==> src/router_pkg.sv <==
////////////////////////////////////////
// Router shared types
////////////////////////////////////////

`default_nettype none

package router_pkg;

    localparam int port_width   = 4;   // 16 table entries
    localparam int length_width = 16;  // byte length field

    // sampled from the first word of a packet
    typedef struct packed {
        logic [port_width-1:0] ingress_port;
    } ingress_metadata_t;

    // carried out with every egress word
    typedef struct packed {
        logic [port_width-1:0]   ingress_port;
        logic [port_width-1:0]   egress_port;
        logic [length_width-1:0] byte_length;
    } router_metadata_t;

    // builder -> arbiter
    typedef struct packed {
        logic [port_width-1:0]   ingress_port;
        logic [length_width-1:0] byte_length;
    } lookup_req_t;

    // arbiter grant -> table
    typedef struct packed {
        logic                  write;  // 1 = write, 0 = read
        logic [port_width-1:0] addr;   // table index
        logic [port_width-1:0] wdata;  // new egress port
    } table_access_t;

endpackage

`default_nettype wire

==> src/stream_fifo.sv <==
////////////////////////////////////////
// Typed synchronous FIFO
////////////////////////////////////////

`default_nettype none

module stream_fifo #(
    parameter type item_t = logic [7:0],
    parameter int  depth  = 4
) (
    input  var logic  packet_data_in,
    input  var logic  rst,
    input  var logic  push,
    input  var item_t push_item,
    output logic      full,
    input  var logic  pop,
    output item_t     pop_item,
    output logic      empty
);

    localparam int ptr_width = (depth > 1) ? $clog2(depth) : 1;
    localparam logic [ptr_width-1:0] last_idx = ptr_width'(depth - 1);

    item_t                mem [depth];  // storage
    logic [ptr_width-1:0] wr_ptr;
    logic [ptr_width-1:0] rd_ptr;
    logic [ptr_width:0]   count;        // occupancy
    logic                 do_push;
    logic                 do_pop;

    assign do_push  = push & ~full;
    assign do_pop   = pop & ~empty;
    assign full     = (count == (ptr_width + 1)'(depth));
    assign empty    = (count == '0);
    assign pop_item = mem[rd_ptr];  // fall-through head

    always_ff @(posedge packet_data_in) begin
        if (rst) begin
            wr_ptr <= '0;
            rd_ptr <= '0;
            count  <= '0;
        end else begin
            if (do_push) begin
                wr_ptr <= (wr_ptr == last_idx) ? '0 : wr_ptr + 1'b1;  // wrap at depth
            end
            if (do_pop) begin
                rd_ptr <= (rd_ptr == last_idx) ? '0 : rd_ptr + 1'b1;
            end
            case ({do_push, do_pop})
                2'b10:   count <= count + 1'b1;
                2'b01:   count <= count - 1'b1;
                default: count <= count;  // idle or both
            endcase
        end
    end

    always_ff @(posedge packet_data_in) begin
        if (do_push) begin
            mem[wr_ptr] <= push_item;
        end
    end

endmodule

`default_nettype wire

==> src/metadata_builder.sv <==
////////////////////////////////////////
// Packet length and lookup request
////////////////////////////////////////

`default_nettype none

module metadata_builder #(
    parameter int data_bytes = 8
) (
    input  var logic                          packet_data_in,
    input  var logic                          rst,
    input  var logic                          in_valid,
    input  var logic                          in_ready,   // fire qualifier
    input  var logic [data_bytes-1:0]         in_keep,
    input  var logic                          in_last,
    input  var router_pkg::ingress_metadata_t in_meta,
    output logic                              req_valid,
    output router_pkg::lookup_req_t           req,
    input  var logic                          req_grant,
    output logic                              req_busy
);

    localparam logic [router_pkg::length_width-1:0] bytes_per_word =
        router_pkg::length_width'(data_bytes);

    logic                                fire;        // word accepted
    logic [router_pkg::length_width-1:0] word_cnt;    // full words so far
    logic [router_pkg::length_width-1:0] keep_bytes;  // popcount of keep
    logic [router_pkg::port_width-1:0]   port_q;      // first word port
    logic [router_pkg::port_width-1:0]   port_now;

    assign fire     = in_valid & in_ready;
    assign req_busy = req_valid;  // slot taken until granted
    // single word packets take the port straight from the bus
    assign port_now = (word_cnt == '0) ? in_meta.ingress_port : port_q;

    always_comb begin
        keep_bytes = '0;
        for (int i = 0; i < data_bytes; i++) begin
            keep_bytes = keep_bytes + {{(router_pkg::length_width-1){1'b0}}, in_keep[i]};
        end
    end

    always_ff @(posedge packet_data_in) begin
        if (rst) begin
            word_cnt  <= '0;
            req_valid <= 1'b0;
        end else begin
            if (fire) begin
                word_cnt <= in_last ? '0 : word_cnt + 1'b1;  // clear on last
            end
            if (fire && in_last) begin
                req_valid <= 1'b1;
            end else if (req_grant) begin
                req_valid <= 1'b0;  // handed to arbiter
            end
        end
    end

    always_ff @(posedge packet_data_in) begin
        if (fire && word_cnt == '0) begin
            port_q <= in_meta.ingress_port;
        end
        if (fire && in_last) begin
            req.ingress_port <= port_now;
            req.byte_length  <= word_cnt * bytes_per_word + keep_bytes;
        end
    end

endmodule

`default_nettype wire

==> src/port_table_arbiter.sv <==
////////////////////////////////////////
// Port table arbiter
////////////////////////////////////////

`default_nettype none

module port_table_arbiter (
    input  var logic                                packet_data_in,
    input  var logic                                rst,
    input  var logic                                lookup_valid,
    input  var logic [router_pkg::port_width-1:0]   lookup_port,
    output logic                                    lookup_grant,
    input  var logic                                ctl_write,
    input  var logic                                ctl_read,
    input  var logic [router_pkg::port_width-1:0]   ctl_addr,
    input  var logic [router_pkg::port_width-1:0]   ctl_wdata,
    output logic                                    ctl_busy,
    output logic                                    access_valid,
    output router_pkg::table_access_t               access,
    output logic                                    access_is_ctl
);

    logic                              ctl_pend;    // strobe waiting
    logic                              pend_write;
    logic [router_pkg::port_width-1:0] pend_addr;
    logic [router_pkg::port_width-1:0] pend_wdata;
    logic                              last_ctl;    // last grant went to ctl
    logic                              grant_ctl;

    // ctl wins unless it had the previous grant
    assign grant_ctl     = ctl_pend & (~lookup_valid | ~last_ctl);
    assign lookup_grant  = lookup_valid & ~grant_ctl;
    assign access_valid  = grant_ctl | lookup_grant;
    assign access_is_ctl = grant_ctl;
    assign ctl_busy      = ctl_pend;

    always_comb begin
        access.write = grant_ctl & pend_write;  // lookups only read
        access.addr  = grant_ctl ? pend_addr : lookup_port;
        access.wdata = pend_wdata;
    end

    always_ff @(posedge packet_data_in) begin
        if (rst) begin
            ctl_pend <= 1'b0;
            last_ctl <= 1'b0;
        end else begin
            if (ctl_write || ctl_read) begin
                ctl_pend <= 1'b1;
            end else if (grant_ctl) begin
                ctl_pend <= 1'b0;  // write done here
            end
            if (access_valid) begin
                last_ctl <= grant_ctl;
            end
        end
    end

    always_ff @(posedge packet_data_in) begin
        if (ctl_write || ctl_read) begin
            pend_write <= ctl_write;
            pend_addr  <= ctl_addr;
            pend_wdata <= ctl_wdata;
        end
    end

endmodule

`default_nettype wire

==> src/port_table.sv <==
////////////////////////////////////////
// Egress port table
////////////////////////////////////////

`default_nettype none

module port_table (
    input  var logic                              packet_data_in,
    input  var logic                              rst,
    input  var logic                              access_valid,
    input  var router_pkg::table_access_t         access,
    input  var logic                              access_is_ctl,
    output logic                                  lookup_rvalid,
    output logic                                  ctl_rvalid,
    output logic [router_pkg::port_width-1:0]     rdata
);

    localparam int entries = 2 ** router_pkg::port_width;

    logic [router_pkg::port_width-1:0] table_q [entries];  // egress per ingress
    logic                              rd_en;

    assign rd_en = access_valid & ~access.write;

    always_ff @(posedge packet_data_in) begin
        if (rst) begin
            for (int i = 0; i < entries; i++) begin
                table_q[i] <= i[router_pkg::port_width-1:0];  // echo mapping
            end
            lookup_rvalid <= 1'b0;
            ctl_rvalid    <= 1'b0;
        end else begin
            if (access_valid && access.write) begin
                table_q[access.addr] <= access.wdata;
            end
            lookup_rvalid <= rd_en & ~access_is_ctl;  // tag by requester
            ctl_rvalid    <= rd_en & access_is_ctl;
        end
    end

    always_ff @(posedge packet_data_in) begin
        if (rd_en) begin
            rdata <= table_q[access.addr];
        end
    end

endmodule

`default_nettype wire

==> src/egress_stage.sv <==
////////////////////////////////////////
// Egress word and result join
////////////////////////////////////////

`default_nettype none

module egress_stage #(
    parameter int  data_bytes = 8,
    parameter type word_t     = logic [data_bytes*9-1:0]
) (
    input  var logic                              packet_data_in,
    input  var logic                              rst,
    input  var logic                              word_empty,
    input  var word_t                             word_item,
    output logic                                  word_pop,
    input  var logic                              last_flag,
    input  var logic                              result_empty,
    input  var router_pkg::router_metadata_t      result,
    output logic                                  result_pop,
    output logic                                  out_valid,
    input  var logic                              out_ready,
    output logic [data_bytes*8-1:0]               out_data,
    output logic [data_bytes-1:0]                 out_keep,
    output logic                                  out_last,
    output router_pkg::router_metadata_t          out_meta
);

    logic load;  // move head word into output register

    // a word only leaves once its packet's result is queued
    assign load       = ~word_empty & ~result_empty & (~out_valid | out_ready);
    assign word_pop   = load;
    assign result_pop = load & last_flag;  // result retires with packet

    always_ff @(posedge packet_data_in) begin
        if (rst) begin
            out_valid <= 1'b0;
        end else begin
            if (load) begin
                out_valid <= 1'b1;
            end else if (out_ready) begin
                out_valid <= 1'b0;  // drained
            end
        end
    end

    always_ff @(posedge packet_data_in) begin
        if (load) begin
            {out_data, out_keep} <= word_item;  // held stable under stall
            out_last             <= last_flag;
            out_meta             <= result;
        end
    end

endmodule

`default_nettype wire

==> src/p4_router_echo_top.sv <==
////////////////////////////////////////
// Router pipeline top
////////////////////////////////////////

`default_nettype none

module p4_router_echo_top #(
    parameter int data_bytes   = 8,
    parameter int fifo_depth   = 32,
    parameter int result_depth = 4
) (
    input  var logic                              packet_data_in,
    input  var logic                              rst,
    // input stream
    input  var logic                              in_valid,
    output logic                                  in_ready,
    input  var logic [data_bytes*8-1:0]           in_data,
    input  var logic [data_bytes-1:0]             in_keep,
    input  var logic                              in_last,
    input  var router_pkg::ingress_metadata_t     in_meta,
    // output stream
    output logic                                  out_valid,
    input  var logic                              out_ready,
    output logic [data_bytes*8-1:0]               out_data,
    output logic [data_bytes-1:0]                 out_keep,
    output logic                                  out_last,
    output router_pkg::router_metadata_t          out_meta,
    // control port
    input  var logic                              ctl_write,
    input  var logic                              ctl_read,
    input  var logic [router_pkg::port_width-1:0] ctl_addr,
    input  var logic [router_pkg::port_width-1:0] ctl_wdata,
    output logic                                  ctl_busy,
    output logic                                  ctl_rvalid,
    output logic [router_pkg::port_width-1:0]     ctl_rdata
);

    typedef struct packed {
        logic [data_bytes*8-1:0] data;
        logic [data_bytes-1:0]   keep;
    } stream_word_t;

    typedef struct packed {
        stream_word_t word;
        logic         last;
    } fifo_item_t;

    ////////////////////////////////////////
    // signals

    fifo_item_t                        in_item;
    fifo_item_t                        head_item;
    logic                              data_full;
    logic                              data_empty;
    logic                              data_pop;
    logic                              req_valid;
    logic                              req_busy;
    logic                              lookup_valid;
    logic                              lookup_grant;
    router_pkg::lookup_req_t           req;
    router_pkg::lookup_req_t           pend_req;    // granted, awaiting read
    logic                              access_valid;
    logic                              access_is_ctl;
    router_pkg::table_access_t         access;
    logic                              lookup_rvalid;
    logic [router_pkg::port_width-1:0] rdata;
    router_pkg::router_metadata_t      result_in;
    router_pkg::router_metadata_t      result_head;
    logic                              result_full;
    logic                              result_empty;
    logic                              result_pop;

    assign in_ready       = ~data_full & ~req_busy;  // one lookup in flight
    assign in_item.word   = '{data: in_data, keep: in_keep};
    assign in_item.last   = in_last;
    assign lookup_valid   = req_valid & ~result_full;  // no result overflow
    assign ctl_rdata      = rdata;

    assign result_in.ingress_port = pend_req.ingress_port;
    assign result_in.egress_port  = rdata;
    assign result_in.byte_length  = pend_req.byte_length;

    always_ff @(posedge packet_data_in) begin
        if (lookup_grant) begin
            pend_req <= req;
        end
    end

    ////////////////////////////////////////
    // ingress side

    stream_fifo #(.item_t(fifo_item_t), .depth(fifo_depth)) data_fifo_inst (
        .packet_data_in (packet_data_in),
        .rst            (rst),
        .push           (in_valid & in_ready),
        .push_item      (in_item),
        .full           (data_full),
        .pop            (data_pop),
        .pop_item       (head_item),
        .empty          (data_empty)
    );

    metadata_builder #(.data_bytes(data_bytes)) metadata_builder_inst (
        .packet_data_in (packet_data_in),
        .rst            (rst),
        .in_valid       (in_valid),
        .in_ready       (in_ready),
        .in_keep        (in_keep),
        .in_last        (in_last),
        .in_meta        (in_meta),
        .req_valid      (req_valid),
        .req            (req),
        .req_grant      (lookup_grant),
        .req_busy       (req_busy)
    );

    ////////////////////////////////////////
    // shared port table

    port_table_arbiter port_table_arbiter_inst (
        .packet_data_in (packet_data_in),
        .rst            (rst),
        .lookup_valid   (lookup_valid),
        .lookup_port    (req.ingress_port),
        .lookup_grant   (lookup_grant),
        .ctl_write      (ctl_write),
        .ctl_read       (ctl_read),
        .ctl_addr       (ctl_addr),
        .ctl_wdata      (ctl_wdata),
        .ctl_busy       (ctl_busy),
        .access_valid   (access_valid),
        .access         (access),
        .access_is_ctl  (access_is_ctl)
    );

    port_table port_table_inst (
        .packet_data_in (packet_data_in),
        .rst            (rst),
        .access_valid   (access_valid),
        .access         (access),
        .access_is_ctl  (access_is_ctl),
        .lookup_rvalid  (lookup_rvalid),
        .ctl_rvalid     (ctl_rvalid),
        .rdata          (rdata)
    );

    ////////////////////////////////////////
    // egress side

    stream_fifo #(
        .item_t (router_pkg::router_metadata_t),
        .depth  (result_depth)
    ) result_fifo_inst (
        .packet_data_in (packet_data_in),
        .rst            (rst),
        .push           (lookup_rvalid),  // lookup done
        .push_item      (result_in),
        .full           (result_full),
        .pop            (result_pop),
        .pop_item       (result_head),
        .empty          (result_empty)
    );

    egress_stage #(.data_bytes(data_bytes), .word_t(stream_word_t)) egress_stage_inst (
        .packet_data_in (packet_data_in),
        .rst            (rst),
        .word_empty     (data_empty),
        .word_item      (head_item.word),
        .word_pop       (data_pop),
        .last_flag      (head_item.last),
        .result_empty   (result_empty),
        .result         (result_head),
        .result_pop     (result_pop),
        .out_valid      (out_valid),
        .out_ready      (out_ready),
        .out_data       (out_data),
        .out_keep       (out_keep),
        .out_last       (out_last),
        .out_meta       (out_meta)
    );

endmodule

`default_nettype wire

==> config.mk <==
export PLATFORM = sky130hd
export DESIGN_NAME = p4_router_echo_top
export DESIGN_NICKNAME = d
export VERILOG_FILES = /design/src/router_pkg.sv /design/src/stream_fifo.sv /design/src/metadata_builder.sv /design/src/port_table_arbiter.sv /design/src/port_table.sv /design/src/egress_stage.sv /design/src/p4_router_echo_top.sv
export SDC_FILE = /design/constraint.sdc
export NUM_CORES = 2
export LEC_CHECK = 0
export BUFFER_PORTS_ARGS = -buffer_cell sky130_fd_sc_hd__buf_4
export CORE_ASPECT_RATIO = 0.75
export CORE_MARGIN = 2
export CORE_UTILIZATION = 40
export CTS_CLUSTER_SIZE = 12
export DETAILED_ROUTE_END_ITERATION = 10
export HOLD_SLACK_MARGIN = 0.03
export SYNTH_ARGS = -nofsm -noshare
export SYNTH_HDL_FRONTEND = slang
export SYNTH_SLANG_ARGS = --single-unit
==> constraint.sdc <==
create_clock -name packet_data_in -period 6.2 [get_ports packet_data_in]
set_clock_uncertainty 0.05 [all_clocks]
set_input_delay 1.24 -clock packet_data_in [delete_from_list [all_inputs] [get_ports packet_data_in]]
set_output_delay 1.24 -clock packet_data_in [all_outputs]
set_load 0.02 [all_outputs]
# Word-level counts from Yosys, hierarchy flattened
# Memories as Yosys holds them, arrays and structs flattened. A register that Yosys moved wholly into a read port is not among the register bits.
# Cells that the tools add are included.
# W data, S select, Z words.
# totals
input_bits	91
mem_count	3
elab_cells	125
ram_bits	2496
output_inout_bits	105
register_bits	171
# op_classes
reduce_logical	13
n_eq_ne	10
addsub	17
mux	29
bitwise_logic	29
# mem_list
name	depth	width	read_ports	rd_clocked_by_memory_dff	write_ports	line_no	rtl
data_fifo_inst.mem	32	73	1	1	1	stream_fifo.sv:24	item_t mem [depth];
result_fifo_inst.mem	4	24	1	1	1	stream_fifo.sv:24	
port_table_inst.table_q	16	4	1	1	16	port_table.sv:20	logic [router_pkg::port_width-1:0] table_q [entries];
# ops
op	count
$add A16 B1 Y16	6
$mux W5	4
$add A16 B1 Y16 const B	1
$add A16 B16 Y16	1
$and A1 B1 Y1	16
$logic_not A16 Y1	1
$mux W1	16
$mux W16	1
$mux W4	4
$pmux W6 S2	1
$add A5 B1 Y5 const B	2
$eq A5 B5 Y1 const B	2
$not A1 Y1	10
$reduce_bool A2 Y1	5
$eq A2 B2 Y1 const B	4
$add A6 B1 Y6 const B	1
$eq A6 B6 Y1 const B	1
$logic_not A6 Y1	1
$pmux W3 S2	1
$sub A6 B1 Y6 const B	1
$add A2 B1 Y2 const B	2
$eq A2 B1 Y1 const B	2
$mux W2	2
$reduce_or A4 Y1	1
other kinds (8)	12

# Depth between registers and ports, before layout
# logic_depth
word_depth	15
depth_mapped	14
depth_no_buf	13

# By module
# From an unflattened synthesis, not the netlist that was laid out.
# unflattened
hier_cells	4882
area_unflattened_um2	102674.7
# modules_own_cells
mod	n_inst	cells_each	area_each_um2	seq_area_each_um2
stream_fifo (data_fifo_inst)	1	4144	89388.2	70567.7
stream_fifo (result_fifo_inst)	1	180	3957.5	3062.9
port_table	1	225	3268.1	2082.0
egress_stage	1	103	2974.1	2932.8
metadata_builder	1	182	2034.5	1061.0
p4_router_echo_top	1	23	623.1	600.6
port_table_arbiter	1	25	429.2	310.3

# Least setup slack after synthesis
# Ideal clock, no wire load.
# synth_path
kind	input-to-reg
from	input in_valid
to	memory data_fifo_inst.mem[12][0] (netlist name) (enable)
required_ns	5.645
setup_slack_ns	0.440
arrival_ns	5.205
cell_stages	5
n_path_buf	1
setup_ns	0.505
cell_sequence	nand2b_1 -> a31oi_1 -> clkbuf_1 -> nand2_1 -> nor2_1
# synth_via
elab_chain_len	4
# synth_lines
item	line_no	rtl
start: declaration	p4_router_echo_top.sv:15	input var logic in_valid,
$and A1 B1 Y1	p4_router_echo_top.sv:95	.push (in_valid & in_ready),
$and A1 B1 Y1	stream_fifo.sv:31	assign do_push = push & ~full;
$mux W1	stream_fifo.sv:58	if (do_push) begin
$mux W1 (implied by the code)	stream_fifo.sv:59	mem[wr_ptr] <= push_item;
end: declaration	stream_fifo.sv:24	
# No other way between the ends.

# Worst setup path in the final report
# layout_path
from	input in_keep[1]
to	register metadata_builder_inst.req[14] (netlist name)
# layout_via
elab_chain_len	8
# layout_lines
item	line_no	rtl
start: declaration	p4_router_echo_top.sv:18	input var logic [data_bytes-1:0] in_keep,
$add A1 B1 Y2	metadata_builder.sv:40	keep_bytes = keep_bytes + {{(router_pkg::length_width-1){1'b0}}, in_keep[i]};
$add A16 B1 Y16 (6 in series)	metadata_builder.sv:40	
$add A16 B16 Y16	metadata_builder.sv:66	req.byte_length <= word_cnt * bytes_per_word + keep_bytes;
# No other way between the ends.
# A chain may end at the register's enable or synchronous reset.

==> qor.yml <==
status: "completed"
drive_gt1_frac: 0.315
synth-compound-area-share: 0.00800
r2r_cells: 5
wl_met3_um: 17200
arrival_ns: 5.23
synth_top_area_cell: "edfxtp_1"
cap_viol_max_count: 0
postSynthRegisterBits: 2700
whs_ns: 0.387
period_share: 0.758
finalWirelength_um: 245000
hold_class: "flop to flop"
port_buffers: 195
max_slew_margin: 0.116
synth_edf_count: 2650
start_util: 0.401
gp_congestion: 0.770
p_leak_nw: 35.2
cts_sinks: 2700
vdd_drop_max_mv: 0.253
drc: 0
clk_latency_ns: 0.84
period_needed_ns: 4.70
gr-total-overflow: 0
synthMuxAreaShare: 0.175
crit_end: "metadata_builder_inst.req[14]"
ant_nets: 0
tritoncts: "done"
critPathMaxFanout: 33
vias: 46833
synth-xor-area-share: 0.00273
cts_buffer_depth: 4
ctsResizeCount: 0
highest_layer: "met5"
yosys.area_share.adder: 0.00341
fin_nets: 4817
areaGrowthSynthToFinish_pct: 13.7
synth_area_per_cell_um2: 23.8
r2r-end: "egress_stage_inst.out_data[4]"
routedWlPerCell_um: 29.7
drtIter0Drc: 5310
grt_first_pass_wirelength_um: 350000
synth_simple_gate_area_share: 0.0167
core-area_mm2: 0.256
fmax_mhz: 213
cts_setup_buffers: 0
ys_seq_area_frac: 0.784
cts_buffers: 276
die_w_um: 589
worst_pin_slew_ns: 1.32
pin_count: 196
routed_via_density: 5.69
routed-wl-met2_um: 117000
hold_buffers: 0
setup_viol: 0
cp-start-kind: "primary input"
grt_setup_unrepaired: "no"
syn_inst: 4328
synthTopCellsByCount: "edfxtp_1 (2650), mux4_2 (746), clkbuf_1 (132)"
netlist_area_mm2: 0.103
end_kind: "flop"
yosysMostFrequentCell: "edfxtp_1"
syn_nets: 4444
antenna_found_initial: 18
post-dp-hpwl_um: 125000
synth_top_family_by_area: "multiplexers"
required_ns: 6.73
num-fill-cells: 21128
yosys.area.top_type_share: 0.774
total_power_mw: 36.5
ys.flop_type: "edfxtp_1"
r2r_slack_ns: 2.37
cts.clk_slew.worst_paths_ns: 0.06
async_flop_share: 0
synthDistinctLibCells: 68
crit_type: "primary input to flop"
rows: 161
htree_levels: 5
drt_pass1_iterations: 6
grt_pass1_vias: 47365
dieArea_mm2: 0.261
power_density_mw_per_mm2: 312
root_buffer: "clkbuf_16"
die_h_um: 443
hold_viol_final: 0
setup_tns_ns: 0
drt-met1-wl_um: 105000
grtUsageTotal: 0.186
yosysWarnings: 0
drv_slew: 0
grt_max_degree: 154
synth_area_leaders: "edfxtp_1 (77%), mux4_2 (16%), dfxtp_1 (0.97%), mux2_2 (0.87%), clkbuf_1 (0.48%)"
cp-startpoint: "in_keep[1]"
logic make-up after synthesis:
logic type / Yosys count
DFF: 2700
muxes: 858
and+or+nand+nor: 338
buffers and inverters: 254
AOI/OAI and AO/OA: 121
xor gates and xnor gates: 32
adders and majority gates: 25
how the worst min path moves through the flow:
stage	from	end	slack (ns)	cells after the start
after floorplan	metadata_builder_inst.req[0]	pend_req[0]	0.35	0
after global placement	metadata_builder_inst.req[15]	pend_req[15]	0.37	0
after detailed placement	metadata_builder_inst.req[15]	pend_req[15]	0.36	0
after CTS	metadata_builder_inst.req[15]	pend_req[15]	0.39	0
after global routing	metadata_builder_inst.req[15]	pend_req[15]	0.39	0
final	metadata_builder_inst.req[15]	pend_req[15]	0.39	0
registers in the layout, indices dropped and copies added, names as in the netlist, 2 cells and up, named ones only:
name and flops:
data_fifo_inst.count 6, data_fifo_inst.mem 2336, data_fifo_inst.rd_ptr 5, data_fifo_inst.wr_ptr 5, egress_stage_inst.out_data 64, egress_stage_inst.out_keep 8, egress_stage_inst.out_meta 24, metadata_builder_inst.port_q 4
metadata_builder_inst.req 20, metadata_builder_inst.word_cnt 16, pend_req 20, port_table_arbiter_inst.pend_addr 4, port_table_arbiter_inst.pend_wdata 4, port_table_inst.rdata 4, port_table_inst.table_q 64, result_fifo_inst.count 3
result_fifo_inst.mem 96, result_fifo_inst.rd_ptr 2, result_fifo_inst.wr_ptr 2
layer usage:
metal / track usage / vias to the layer above
li1: - / 19122
met1: 0.273 / 25533
met2: 0.293 / 1807
met3: 0.0284 / 367
met4: 0.0467 / 4
met5: 0 / -
layout make-up:
type	count	area [um2]	area share
antenna	5	12.5	0.000107
clock buffer	344	7320	0.0626
clock inverter	37	319	0.00273
inverter	38	158	0.00135
multi-input combinational	1374	21400	0.183
sequential	2700	80600	0.689
tap	3423	4280	0.0366
timing repair buffer	311	2820	0.0241
layout by cell type, fill, tap and decap left out, types with 12 or more instances in the layout:
| master | n |
|---|---|
| mux2_2 | 79 |
| o21ai_0 | 18 |
| nand2_1 | 56 |
| mux2i_1 | 31 |
| and2_1 | 25 |
| ha_1 | 20 |
| buf_4 | 272 |
| or2_2 | 16 |
| nor2_4 | 32 |
| inv_1 | 35 |
| nor3_1 | 15 |
| nor2_1 | 71 |
| or3_1 | 30 |
| dfxtp_1 | 45 |
| mux4_2 | 746 |
| clkinv_1 | 12 |
| clkbuf_16 | 282 |
| buf_12 | 39 |
| xor2_1 | 21 |
| nand3_1 | 26 |
| edfxtp_1 | 2650 |
| clkbuf_1 | 59 |
| a21oi_1 | 39 |
worst max-delay path, cell delays in order:
cell	delay (ns)
buf_4	0.27
ha_1	0.30
inv_1	0.07
fa_1	0.46
fa_1	0.49
fa_1	0.45
fa_1	0.48
nor2b_1	0.50
nand2b_1	0.22
nor2_1	0.21
and3_1	0.23
nand3_1	0.11
xnor2_1	0.15
per-stage QoR:
| step | utilization | setup slack [ns] | std cells | instance area, um2 |
|---|---|---|---|---|
| 2_1_floorplan | - | 0.440 | 4328 | 103000 |
| 3_3_place_gp | 0.427 | 0.637 | 7846 | 109000 |
| 3_5_place_dp | 0.427 | 0.625 | 7846 | 109000 |
| 4_1_cts | 0.456 | 1.53 | 8227 | 117000 |
| 5_1_grt | 0.456 | 1.32 | 8230 | 117000 |
| 6_report | 0.456 | 1.50 | 8232 | 117000 |
power breakdown:
| part | leakage, nW | total [mW] | switching (mW) | internal [mW] |
|---|---|---|---|---|
| sequential | 24.3 | 20.3 | 0.102 | 20.2 |
| clock | 3.71 | 14.9 | 6.58 | 8.31 |
| combinational | 7.16 | 1.29 | 0.759 | 0.536 |
(Power assumes the default switching activity.)
